`src/walkie_pkg.sv`:
```
`default_nettype none

package walkie_pkg;

  // Wishbone bus widths
  localparam int ADDR_W = 32;                 // Byte address on the bus
  localparam int DATA_W = 32;                 // One SRAM word
  localparam int SEL_W  = DATA_W / 8;         // Byte lanes per word

  // 8-bit unsigned audio sample as produced by the ADC
  typedef logic [7:0] sample_t;

  // Effect select as it arrives from the top level
  typedef enum logic [1:0] {
    EFF_BYPASS     = 2'd0,                    // Sample passes unchanged
    EFF_ECHO       = 2'd1,                    // Mix with delay line
    EFF_HALF_LEVEL = 2'd2,                    // Halved sample
    EFF_MUTE       = 2'd3                     // Silence
  } effect_e;

  // One SRAM word, either the bus view or four packed samples
  typedef union packed {
    logic [DATA_W-1:0]   raw;                 // As seen on wdati and wdato
    sample_t [SEL_W-1:0] lane;                // Lane n holds sample index with low bits n
  } mem_word_u;

endpackage

`default_nettype wire

```
`src/mem_req_if.sv`:
```
`timescale 1ns/1ps
`default_nettype none

interface mem_req_if;
  import walkie_pkg::*;

  logic                 req_valid;            // One-cycle request, costs one credit
  logic                 req_we;               // High for write
  logic [ADDR_W-1:0]    req_addr;             // Word address
  logic [SEL_W-1:0]     req_sel;              // Active byte lane
  mem_word_u            req_data;             // Write data
  logic                 rsp_valid;            // Read data valid
  mem_word_u            rsp_data;             // Read data
  logic                 credit_return;        // One pulse per finished request

  modport requester (
    output req_valid, req_we, req_addr, req_sel, req_data,
    input  rsp_valid, rsp_data, credit_return
  );

  modport responder (
    input  req_valid, req_we, req_addr, req_sel, req_data,
    output rsp_valid, rsp_data, credit_return
  );

endinterface

`default_nettype wire

```
`src/clk_edge_divider.sv`:
```
`timescale 1ns/1ps
`default_nettype none

module clk_edge_divider #(
  parameter int COUNT = 15,                   // Half period minus one in hwclk cycles
  parameter int WIDTH = 4                     // Counter width, must hold COUNT
) (
  input  logic hwclk,
  input  logic rst_n,
  output logic clk_out,                       // Divided clock, used as a level
  output logic past_clk_out                   // clk_out one hwclk later for edge detect
);

  logic [WIDTH-1:0] count;                    // Half period counter

  always_ff @(posedge hwclk) begin
    if (!rst_n) begin
      count        <= '0;
      clk_out      <= 1'b0;
      past_clk_out <= 1'b0;
    end else begin
      past_clk_out <= clk_out;                // Delayed copy
      if (count == WIDTH'(COUNT)) begin
        count   <= '0;                        // Reload
        clk_out <= ~clk_out;                  // Toggle every COUNT+1 cycles
      end else begin
        count <= count + 1'b1;
      end
    end
  end

endmodule

`default_nettype wire

```
`src/i2s_receiver.sv`:
```
`timescale 1ns/1ps
`default_nettype none

module i2s_receiver (
  input  logic                hwclk,
  input  logic                rst_n,
  input  logic                adc_serial_in,  // Serial data from ADC
  input  logic                bit_clk,        // Bit clock from divider
  input  logic                past_bit_clk,   // Previous bit clock level
  output logic                ws,             // Word select to ADC
  output walkie_pkg::sample_t sample,         // Assembled sample
  output logic                sample_valid    // One-cycle strobe
);
  import walkie_pkg::*;

  logic       rise;                           // Rising bit edge this cycle
  logic [3:0] bit_cnt;                        // Position in 16 period frame
  sample_t    shreg;                          // Incoming bits, MSB first

  assign rise = bit_clk && !past_bit_clk;
  assign ws   = bit_cnt[3];                   // Low for periods 0 to 7

  // Frame position and valid strobe
  always_ff @(posedge hwclk) begin
    if (!rst_n) begin
      bit_cnt      <= '0;
      sample_valid <= 1'b0;
    end else begin
      sample_valid <= 1'b0;                   // Default no strobe
      if (rise) begin
        bit_cnt <= bit_cnt + 1'b1;            // Wraps after 16 periods
        if (bit_cnt == 4'd7) begin
          sample_valid <= 1'b1;               // Eighth bit just captured
        end
      end
    end
  end

  // Data capture while ws is low
  always_ff @(posedge hwclk) begin
    if (rise && !bit_cnt[3]) begin
      shreg <= {shreg[6:0], adc_serial_in};   // Shift in next bit
    end
    if (rise && bit_cnt == 4'd7) begin
      sample <= {shreg[6:0], adc_serial_in};  // Complete word incl. LSB
    end
  end

endmodule

`default_nettype wire

```
`src/echo_engine.sv`:
```
`timescale 1ns/1ps
`default_nettype none

module echo_engine #(
  parameter int DELAY_SAMPLES = 64,           // Echo distance, power of two
  parameter int CREDITS       = 2             // Requests allowed in flight
) (
  input  logic                hwclk,
  input  logic                rst_n,
  input  walkie_pkg::effect_e effect,         // Selected effect
  input  walkie_pkg::sample_t sample,         // From receiver
  input  logic                sample_valid,
  mem_req_if.requester        mem,            // Delay line storage
  output walkie_pkg::sample_t out_sample,     // To transmitter
  output logic                out_valid
);
  import walkie_pkg::*;

  localparam int BUF_SAMPLES = DELAY_SAMPLES * 2;      // Delay line length
  localparam int PTR_W       = $clog2(BUF_SAMPLES);    // Sample index width
  localparam int CRED_W      = $clog2(CREDITS + 1);    // Credit counter width

  localparam logic [1:0] ST_IDLE  = 2'd0;     // Waiting for a sample
  localparam logic [1:0] ST_WRITE = 2'd1;     // Store new sample
  localparam logic [1:0] ST_READ  = 2'd2;     // Fetch delayed sample
  localparam logic [1:0] ST_WAIT  = 2'd3;     // Read data pending

  logic [1:0]        state;
  logic [PTR_W-1:0]  wr_ptr;                  // Index of the sample being written
  logic [PTR_W-1:0]  rd_idx;                  // Index DELAY_SAMPLES back
  logic [CRED_W-1:0] credits;                 // Free request slots
  logic [1:0]        lane_idx;                // Byte lane of current request
  logic              issue;                   // Request leaves this cycle
  sample_t           cur_sample;              // Sample in progress
  mem_word_u         wr_word;                 // Write word with one lane filled

  // Wraps modulo buffer length
  assign rd_idx = wr_ptr - PTR_W'(DELAY_SAMPLES);

  // Requests only go out while a credit is held
  assign issue    = ((state == ST_WRITE) || (state == ST_READ)) && (credits != '0);
  assign lane_idx = wr_ptr[1:0];              // Read lane equals write lane as delay is a multiple of four

  assign mem.req_valid = issue;
  assign mem.req_we    = (state == ST_WRITE);
  assign mem.req_addr  = (state == ST_WRITE) ? ADDR_W'(wr_ptr >> 2) : ADDR_W'(rd_idx >> 2);
  assign mem.req_sel   = SEL_W'(1) << lane_idx;  // One hot lane
  assign mem.req_data  = wr_word;

  always_comb begin
    wr_word.raw               = '0;           // Unused lanes are masked by sel
    wr_word.lane[wr_ptr[1:0]] = cur_sample;   // Sample in its own lane
  end

  // Control FSM and credit accounting
  always_ff @(posedge hwclk) begin
    if (!rst_n) begin
      state     <= ST_IDLE;
      wr_ptr    <= '0;
      credits   <= CRED_W'(CREDITS);          // Full credit after reset
      out_valid <= 1'b0;
    end else begin
      out_valid <= 1'b0;
      credits   <= credits + CRED_W'(mem.credit_return) - CRED_W'(issue);
      case (state)
        ST_IDLE: begin
          if (sample_valid) begin
            if (effect == EFF_ECHO) begin
              state <= ST_WRITE;              // Needs delay line
            end else begin
              out_valid <= 1'b1;              // Result ready next cycle
            end
          end
        end
        ST_WRITE: begin
          if (issue) begin
            state <= ST_READ;
          end
        end
        ST_READ: begin
          if (issue) begin
            state <= ST_WAIT;
          end
        end
        default: begin
          if (mem.rsp_valid) begin            // Only reads respond
            out_valid <= 1'b1;
            wr_ptr    <= wr_ptr + 1'b1;       // Advance circular buffer
            state     <= ST_IDLE;
          end
        end
      endcase
    end
  end

  // Sample path, new samples dropped unless idle
  always_ff @(posedge hwclk) begin
    if (state == ST_IDLE && sample_valid) begin
      cur_sample <= sample;
      case (effect)
        EFF_BYPASS:     out_sample <= sample;
        EFF_HALF_LEVEL: out_sample <= sample >> 1;
        EFF_MUTE:       out_sample <= '0;
        default:        out_sample <= out_sample;  // Echo result comes later
      endcase
    end
    if (state == ST_WAIT && mem.rsp_valid) begin
      // Both halves rounded down, sum cannot overflow
      out_sample <= (cur_sample >> 1) + (mem.rsp_data.lane[rd_idx[1:0]] >> 1);
    end
  end

endmodule

`default_nettype wire

```
`src/wishbone_manager.sv`:
```
`timescale 1ns/1ps
`default_nettype none

module wishbone_manager #(
  parameter int CREDITS = 2                   // FIFO depth, matches requester credits
) (
  input  logic                              hwclk,
  input  logic                              rst_n,
  mem_req_if.responder                      mem,
  input  logic [walkie_pkg::DATA_W-1:0]     wdati,   // Read data from SRAM
  input  logic                              wack,
  output logic [walkie_pkg::ADDR_W-1:0]     wadr,    // Byte address
  output logic [walkie_pkg::DATA_W-1:0]     wdato,
  output logic [walkie_pkg::SEL_W-1:0]      wsel,
  output logic                              wwe,
  output logic                              wstb,
  output logic                              wcyc
);
  import walkie_pkg::*;

  localparam int PTR_W = (CREDITS > 1) ? $clog2(CREDITS) : 1;
  localparam int CNT_W = $clog2(CREDITS + 1);

  // Request FIFO storage
  logic             fifo_we   [CREDITS];
  logic [ADDR_W-1:0] fifo_addr [CREDITS];
  logic [SEL_W-1:0] fifo_sel  [CREDITS];
  mem_word_u        fifo_data [CREDITS];

  logic [PTR_W-1:0] wr_ptr;                   // Next free slot
  logic [PTR_W-1:0] rd_ptr;                   // Oldest request
  logic [CNT_W-1:0] fifo_count;               // Requests not yet finished on bus
  logic             pop;                      // Start a bus cycle
  logic             done;                     // Bus cycle ends this cycle

  // Wrap for depths that are not a power of two
  function automatic logic [PTR_W-1:0] next_ptr(input logic [PTR_W-1:0] p);
    return (p == PTR_W'(CREDITS - 1)) ? '0 : p + 1'b1;
  endfunction

  assign pop  = !wcyc && (fifo_count != '0);  // Bus idle and work queued
  assign done = wstb && wack;

  // Pointers, bus control and response strobes
  always_ff @(posedge hwclk) begin
    if (!rst_n) begin
      wr_ptr            <= '0;
      rd_ptr            <= '0;
      fifo_count        <= '0;
      wcyc              <= 1'b0;
      wstb              <= 1'b0;
      wwe               <= 1'b0;
      mem.credit_return <= 1'b0;
      mem.rsp_valid     <= 1'b0;
    end else begin
      mem.credit_return <= done;              // Slot freed
      mem.rsp_valid     <= done && !wwe;      // Reads only
      fifo_count        <= fifo_count + CNT_W'(mem.req_valid) - CNT_W'(done);
      if (mem.req_valid) begin
        wr_ptr <= next_ptr(wr_ptr);           // Always accepted
      end
      if (pop) begin
        wcyc   <= 1'b1;                       // Classic cycle starts
        wstb   <= 1'b1;
        wwe    <= fifo_we[rd_ptr];
        rd_ptr <= next_ptr(rd_ptr);
      end else if (done) begin
        wcyc <= 1'b0;
        wstb <= 1'b0;
        wwe  <= 1'b0;
      end
    end
  end

  // Payload path
  always_ff @(posedge hwclk) begin
    if (mem.req_valid) begin
      fifo_we[wr_ptr]   <= mem.req_we;
      fifo_addr[wr_ptr] <= mem.req_addr;
      fifo_sel[wr_ptr]  <= mem.req_sel;
      fifo_data[wr_ptr] <= mem.req_data;
    end
    if (pop) begin
      wadr  <= {fifo_addr[rd_ptr][ADDR_W-3:0], 2'b00};  // Word to byte address
      wdato <= fifo_data[rd_ptr].raw;
      wsel  <= fifo_sel[rd_ptr];
    end
    if (done) begin
      mem.rsp_data.raw <= wdati;              // Captured with the ack
    end
  end

endmodule

`default_nettype wire

```
`src/i2s_transmitter.sv`:
```
`timescale 1ns/1ps
`default_nettype none

module i2s_transmitter #(
  parameter int COUNT = 15,                   // Bit clock half period minus one
  parameter int WIDTH = 4                     // Divider counter width
) (
  input  logic                hwclk,
  input  logic                rst_n,
  input  walkie_pkg::sample_t out_sample,     // Processed sample
  input  logic                out_valid,
  input  logic [2:0]          vol,            // Right shift amount
  output logic                bit_clk_out,    // Bit clock to DAC
  output logic                dac_out,        // Serial data to DAC
  output logic                word_select
);
  import walkie_pkg::*;

  logic       past_bit_clk;
  logic       fall;                           // Falling bit edge this cycle
  logic [3:0] bit_cnt;                        // Position in 16 period frame
  sample_t    hold;                           // Last scaled sample, repeated if idle
  sample_t    shreg;                          // Bits still to send

  // Own free running bit clock
  clk_edge_divider #(.COUNT(COUNT), .WIDTH(WIDTH)) div_bit_clk (
    .hwclk(hwclk), .rst_n(rst_n),
    .clk_out(bit_clk_out), .past_clk_out(past_bit_clk)
  );

  assign fall = !bit_clk_out && past_bit_clk;

  always_ff @(posedge hwclk) begin
    if (!rst_n) begin
      bit_cnt     <= '0;
      hold        <= '0;                      // Silence until first sample
      word_select <= 1'b0;
      dac_out     <= 1'b0;
    end else begin
      if (out_valid) begin
        hold <= out_sample >> vol;            // Volume applied on latch
      end
      if (fall) begin
        bit_cnt     <= bit_cnt + 1'b1;
        word_select <= bit_cnt[3];            // Low during data half
        if (bit_cnt[3]) begin
          dac_out <= 1'b0;                    // Idle half of frame
        end else if (bit_cnt == 4'd0) begin
          dac_out <= hold[7];                 // MSB opens the word
        end else begin
          dac_out <= shreg[7];
        end
      end
    end
  end

  // Frame snapshot so a mid-frame latch does not corrupt the word
  always_ff @(posedge hwclk) begin
    if (fall) begin
      if (bit_cnt == 4'd0) begin
        shreg <= {hold[6:0], 1'b0};
      end else begin
        shreg <= {shreg[6:0], 1'b0};
      end
    end
  end

endmodule

`default_nettype wire

```
`src/walkie_audio_top.sv`:
```
`timescale 1ns/1ps
`default_nettype none

module walkie_audio_top #(
  parameter int DELAY_SAMPLES = 64,           // Echo distance in samples
  parameter int CREDITS       = 2,            // Memory requests in flight
  parameter int BIT_DIV       = 15            // Bit clock half period count
) (
  input  logic                          hwclk,
  input  logic                          rst_n,
  input  logic                          adc_serial_in,
  input  logic [1:0]                    effect,
  input  logic [2:0]                    vol,
  input  logic [walkie_pkg::DATA_W-1:0] wdati,
  input  logic                          wack,
  output logic                          ws_adc,      // Word select to ADC
  output logic                          i2sclk,      // ADC bit clock
  output logic                          i2sclk_out,  // DAC bit clock
  output logic                          dac_out,
  output logic                          word_select, // Word select to DAC
  output logic [walkie_pkg::ADDR_W-1:0] wadr,
  output logic [walkie_pkg::DATA_W-1:0] wdato,
  output logic [walkie_pkg::SEL_W-1:0]  wsel,
  output logic                          wwe,
  output logic                          wstb,
  output logic                          wcyc
);
  import walkie_pkg::*;

  localparam int BIT_W = $clog2(BIT_DIV + 1);  // Divider counter width

  logic    past_i2sclk;
  sample_t mic_sample;                        // Receiver to echo engine
  logic    mic_valid;
  sample_t fx_sample;                         // Echo engine to transmitter
  logic    fx_valid;

  mem_req_if mem_link ();                     // Echo engine to bus manager

  clk_edge_divider #(.COUNT(BIT_DIV), .WIDTH(BIT_W)) div_i2sclk (
    .hwclk(hwclk), .rst_n(rst_n),
    .clk_out(i2sclk), .past_clk_out(past_i2sclk)
  );

  i2s_receiver adc (
    .hwclk(hwclk), .rst_n(rst_n), .adc_serial_in(adc_serial_in),
    .bit_clk(i2sclk), .past_bit_clk(past_i2sclk),      // Edge detect inputs
    .ws(ws_adc), .sample(mic_sample), .sample_valid(mic_valid)
  );

  echo_engine #(.DELAY_SAMPLES(DELAY_SAMPLES), .CREDITS(CREDITS)) echo (
    .hwclk(hwclk), .rst_n(rst_n), .effect(effect_e'(effect)),
    .sample(mic_sample), .sample_valid(mic_valid),
    .mem(mem_link.requester),
    .out_sample(fx_sample), .out_valid(fx_valid)
  );

  wishbone_manager #(.CREDITS(CREDITS)) wb_mgr (
    .hwclk(hwclk), .rst_n(rst_n), .mem(mem_link.responder),
    .wdati(wdati), .wack(wack),                        // From SRAM bus
    .wadr(wadr), .wdato(wdato), .wsel(wsel),
    .wwe(wwe), .wstb(wstb), .wcyc(wcyc)
  );

  i2s_transmitter #(.COUNT(BIT_DIV), .WIDTH(BIT_W)) dac (
    .hwclk(hwclk), .rst_n(rst_n),
    .out_sample(fx_sample), .out_valid(fx_valid), .vol(vol),
    .bit_clk_out(i2sclk_out), .dac_out(dac_out), .word_select(word_select)
  );

endmodule

`default_nettype wire

```
`config.mk`:
```
export PLATFORM = sky130hd
export DESIGN_NAME = walkie_audio_top
export DESIGN_NICKNAME = d
export VERILOG_FILES = /design/src/walkie_pkg.sv /design/src/mem_req_if.sv /design/src/clk_edge_divider.sv /design/src/i2s_receiver.sv /design/src/echo_engine.sv /design/src/wishbone_manager.sv /design/src/i2s_transmitter.sv /design/src/walkie_audio_top.sv
export SDC_FILE = /design/constraint.sdc
export NUM_CORES = 1
export LEC_CHECK = 0
export BUFFER_PORTS_ARGS = -buffer_cell sky130_fd_sc_hd__buf_2
export CAP_MARGIN = 30
export CORE_MARGIN = 2
export CORE_UTILIZATION = 35
export CTS_BUF_LIST = sky130_fd_sc_hd__clkbuf_8
export CTS_CLUSTER_SIZE = 10
export DETAILED_ROUTE_END_ITERATION = 12
export GPL_TIMING_DRIVEN = 0
export SLEW_MARGIN = 5
export SYNTH_ARGS = -nofsm -noshare
export SYNTH_HDL_FRONTEND = slang
export SYNTH_SLANG_ARGS = --single-unit
export TNS_END_PERCENT = 30
```
`constraint.sdc`:
```
create_clock -name hwclk -period 4.6 [get_ports hwclk]
set_input_delay 0.69 -clock hwclk [delete_from_list [all_inputs] [get_ports hwclk]]
set_output_delay 0.69 -clock hwclk [all_outputs]
set_load 0.01 [all_outputs]
```
==> impl_metrics.py <==
metrics = {
    "global_route": {
        "first_global_vias": 5242,
        "met1_usage_pct": 15.93,
        "track_usage_pct": 12.20,
        "grtUsageMet3_pct": 3.244,
        "grt_pass1_wl_mm": 27.48,
        "busiest_layer": "met2",
        "grt_max_degree": 32,
        "gr-total-overflow": 0,
        "use_met2_pct": 19.50,
        "antenna_found_initial": 2,
    },
    "final_layout": {
        "drive_above_1_share_pct": 30.47,
        "final_common_cell": "edfxtp_1",
        "synthToLayoutAreaGrowth_pct": 19.48,
        "final_util_pct": 42.31,
        "seq_area_mm2": 0.006777,
        "final_cell_mix": "191 x edfxtp_1, 93 x buf_2, 52 x dfxtp_1",
        "nFillCells": 2580,
        "multi_input_area_mm2": 0.002744,
        "num-nets-final": 861,
    },
    "route": {
        "viasPerCell": 4.447,
        "final_antenna_net_count": 0,
        "drt-initial-drc-count": 293,
        "drc": 0,
        "wl_per_cell_um": 14.69,
        "vias": 5363,
        "first_pass_iters": 4,
        "drt_wl_total_mm": 17.72,
    },
    "die": {
        "die_w_um": 171.2,
        "pin_count": 117,
        "core-area_mm2": 0.02763,
        "rows": 61,
        "die_area_mm2": 0.02931,
        "die_h_um": 171.2,
        "start_util_pct": 35.41,
    },
    "synth": {
        "synth_edf_count": 191,
        "async_reset_ff_share_pct": 0,
        "ys_seq_elements": 243,
        "seq_area_frac_synth_pct": 69.26,
        "synth_warnings": 0,
        "syn_area_mm2": 0.009784,
        "synth-main-ff-cell": "edfxtp_1",
        "syn_area_per_cell_um2": 15.36,
        "yosysUniqueCellTypes": 52,
        "synth_cells": 637,
    },
    "timing": {
        "fin_crit_ns": 2.943,
        "worst_pin_slew_ns": 0.8051,
        "rsz0062_at_grt": "false",
        "skew_ns": 0.02775,
        "fin_setup_tns_ns": 0,
        "slew_violations": 0,
        "setup_viol": 0,
        "fmax_mhz": 339.7,
        "fin_ws_ns": 1.657,
        "whs_ns": 0.3208,
        "slew_headroom_pct": 46.20,
        "post-route-period-util_pct": 63.99,
        "finalHoldViolations": 0,
    },
    "worst_setup_path": {
        "path_buf_inv": 1,
        "cp_max_fo": 9,
        "crit_type": "flip-flop to flip-flop",
        "critPathMaxStageDelay_ns": 0.62,
        "end_kind": "flip-flop",
        "worst_path_dominant_cell_family": "multiplexers",
        "crit_required_ns": 4.89,
        "critical_path.cell_chain": "buf_2 > mux4_2 > ha_1 > a211oi_1 > o21bai_1 > or4_1 > and3_1",
        "slowest_stage": "mux4_2",
        "worstPathArrival_ns": 3.23,
        "critPathLaunchType": "flip-flop",
    },
    "clocking": {
        "clkLatencyLatePin_ns": 0.56,
        "cts_buffer_depth": 3,
        "ctsHoldBuffers": 0,
        "postCtsSetupBuffers": 0,
        "post_cts_resized": 0,
        "tritoncts": "yes",
        "cts_max_level": 2,
        "cts_num_sinks": 243,
        "cts-root-buf": "clkbuf_8",
        "cts_made_buffers": 42,
        "clkTransAtPathRegs_ns": 0.06,
    },
    "power_and_ir_drop": {
        "p_leak_uw": 0.004291,
        "clkPwrFrac_pct": 39.4,
        "p_seq_share_pct": 52.9,
        "p_sw_share_pct": 23.89,
        "switching_power_uw": 1118,
        "power.density_mw_per_mm2": 400.2,
        "power_frac_comb_pct": 7.7,
        "power.internal_uw": 3561,
        "ir_worst_vdd_uv": 211.5,
    },
    "placement": {
        "gp_congestion": 0.8124,
        "dp_hpwl_mm": 11.90,
        "port_buffers": 82,
        "dp_slack_ns": 1.697,
    },
    "outcome": {
        "status": "finished, final reports clean",
    },
    "hold_path": {
        "hold_class": "primary input to flip-flop",
    },
    "job": {
        "cap_violations": 0,
    },
}
==> power groups by stage <==
stage	Sequential (uW)	Clock, uW	Combinational, uW
3_5_place_dp	2520	0	364
3_3_place_gp	2530	0	345
4_1_cts	2480	1900	366
2_1_floorplan	2550	0	208
6_report	2480	1840	360
5_1_grt	2480	2010	396
==> synth_stat cells, types with 2 or more instances <==
| master | count | share of area [%] |
|---|---|---|
| and2_1 | 39 | 2.5 |
| a21o_1 | 2 | 0.15 |
| dfxtp_1 | 52 | 11 |
| inv_1 | 20 | 0.77 |
| nor3b_1 | 2 | 0.15 |
| edfxtp_1 | 191 | 59 |
| nand4_1 | 3 | 0.19 |
| nand4b_1 | 2 | 0.18 |
| nor3_1 | 7 | 0.36 |
| buf_2 | 10 | 0.51 |
| and3_1 | 5 | 0.32 |
| and2b_1 | 2 | 0.15 |
| o21ai_0 | 11 | 0.56 |
| xor2_1 | 11 | 0.98 |
| or3_1 | 2 | 0.13 |
| nand3_1 | 5 | 0.26 |
| nor4_1 | 3 | 0.19 |
| nand2b_1 | 3 | 0.19 |
| o21a_1 | 2 | 0.15 |
| mux4_2 | 11 | 2.5 |
| clkbuf_1 | 7 | 0.27 |
| xnor2_1 | 14 | 1.3 |
| nand2_1 | 19 | 0.73 |
| a211oi_1 | 2 | 0.15 |
| nand3b_1 | 4 | 0.31 |
| mux2i_1 | 16 | 1.6 |
| nor2b_1 | 4 | 0.26 |
| nor2_1 | 43 | 1.6 |
| a221oi_1 | 6 | 0.54 |
| a21oi_1 | 19 | 0.97 |
| mux2_2 | 47 | 5.4 |
| ha_1 | 25 | 3.2 |
| buf_4 | 29 | 2.2 |
==> routing by layer <==
layer	vias up	part of all wire, %
met1	2569	45
li1	2620	-
met4	2	2.6
met3	46	5.6
met2	126	47
met5	-	0.040
==> logic make-up after synthesis <==
logic type	count (synthesis)	synth area share [%]
other	1	0.03833
AOI/OAI and AO/OA	51	3.401
adders and majority gates	26	3.402
DFF	243	69.26
muxes	74	9.578
buffers and inverters	68	3.926
xor gates and xnor gates	25	2.238
and+or+nand+nor	149	8.159
==> metrics by stage <==
stage	total power (uW)	instance area, um^2	std cells
floorplan	2755	9882	663
global placement	2873	10770	1123
detailed placement	2887	10880	1127
CTS	4744	11680	1204
global route	4888	11690	1206
finish	4679	11690	1206
==> registers in the layout, summed over array words and instances, names as in the netlist, 8 cells and up, named ones only <==
register / cells
wb_mgr.fifo_sel: 8
echo.cur_sample: 8
echo.out_sample: 8
wb_mgr.wdato: 32
wb_mgr.fifo_data: 64
wb_mgr.mem.rsp_data: 28
wb_mgr.fifo_addr: 10
dac.hold: 8
adc.sample: 8
==> final cells by class <==
cell class	instances	share of cell area, %
timing repair buffer	87	4.367
antenna	1	0.02141
buffer	47	2.612
inverter	21	0.6743
tap	378	4.046
multi-input combinational	352	23.47
clock buffer	43	5.063
clock inverter	34	1.777
sequential	243	57.97
==> final timing paths <==
kind / startpoint / to / slack, ns / cells after the start
worst max-delay path: echo.wr_ptr[0]$_SDFFE_PN0P_ / echo.out_sample[5]$_DFFE_PP_ / 1.66 / 7
worst min-delay path: wdati[20] / wb_mgr.mem.rsp_data[20]$_DFFE_PP_ / 0.32 / 1
worst max register to register: echo.wr_ptr[0]$_SDFFE_PN0P_ / echo.out_sample[5]$_DFFE_PP_ / 1.66 / 7
worst min register to register: adc.shreg[6]$_DFFE_PP_ / adc.sample[7]$_DFFE_PP_ / 0.41 / 0
(Power assumes the default switching activity.)
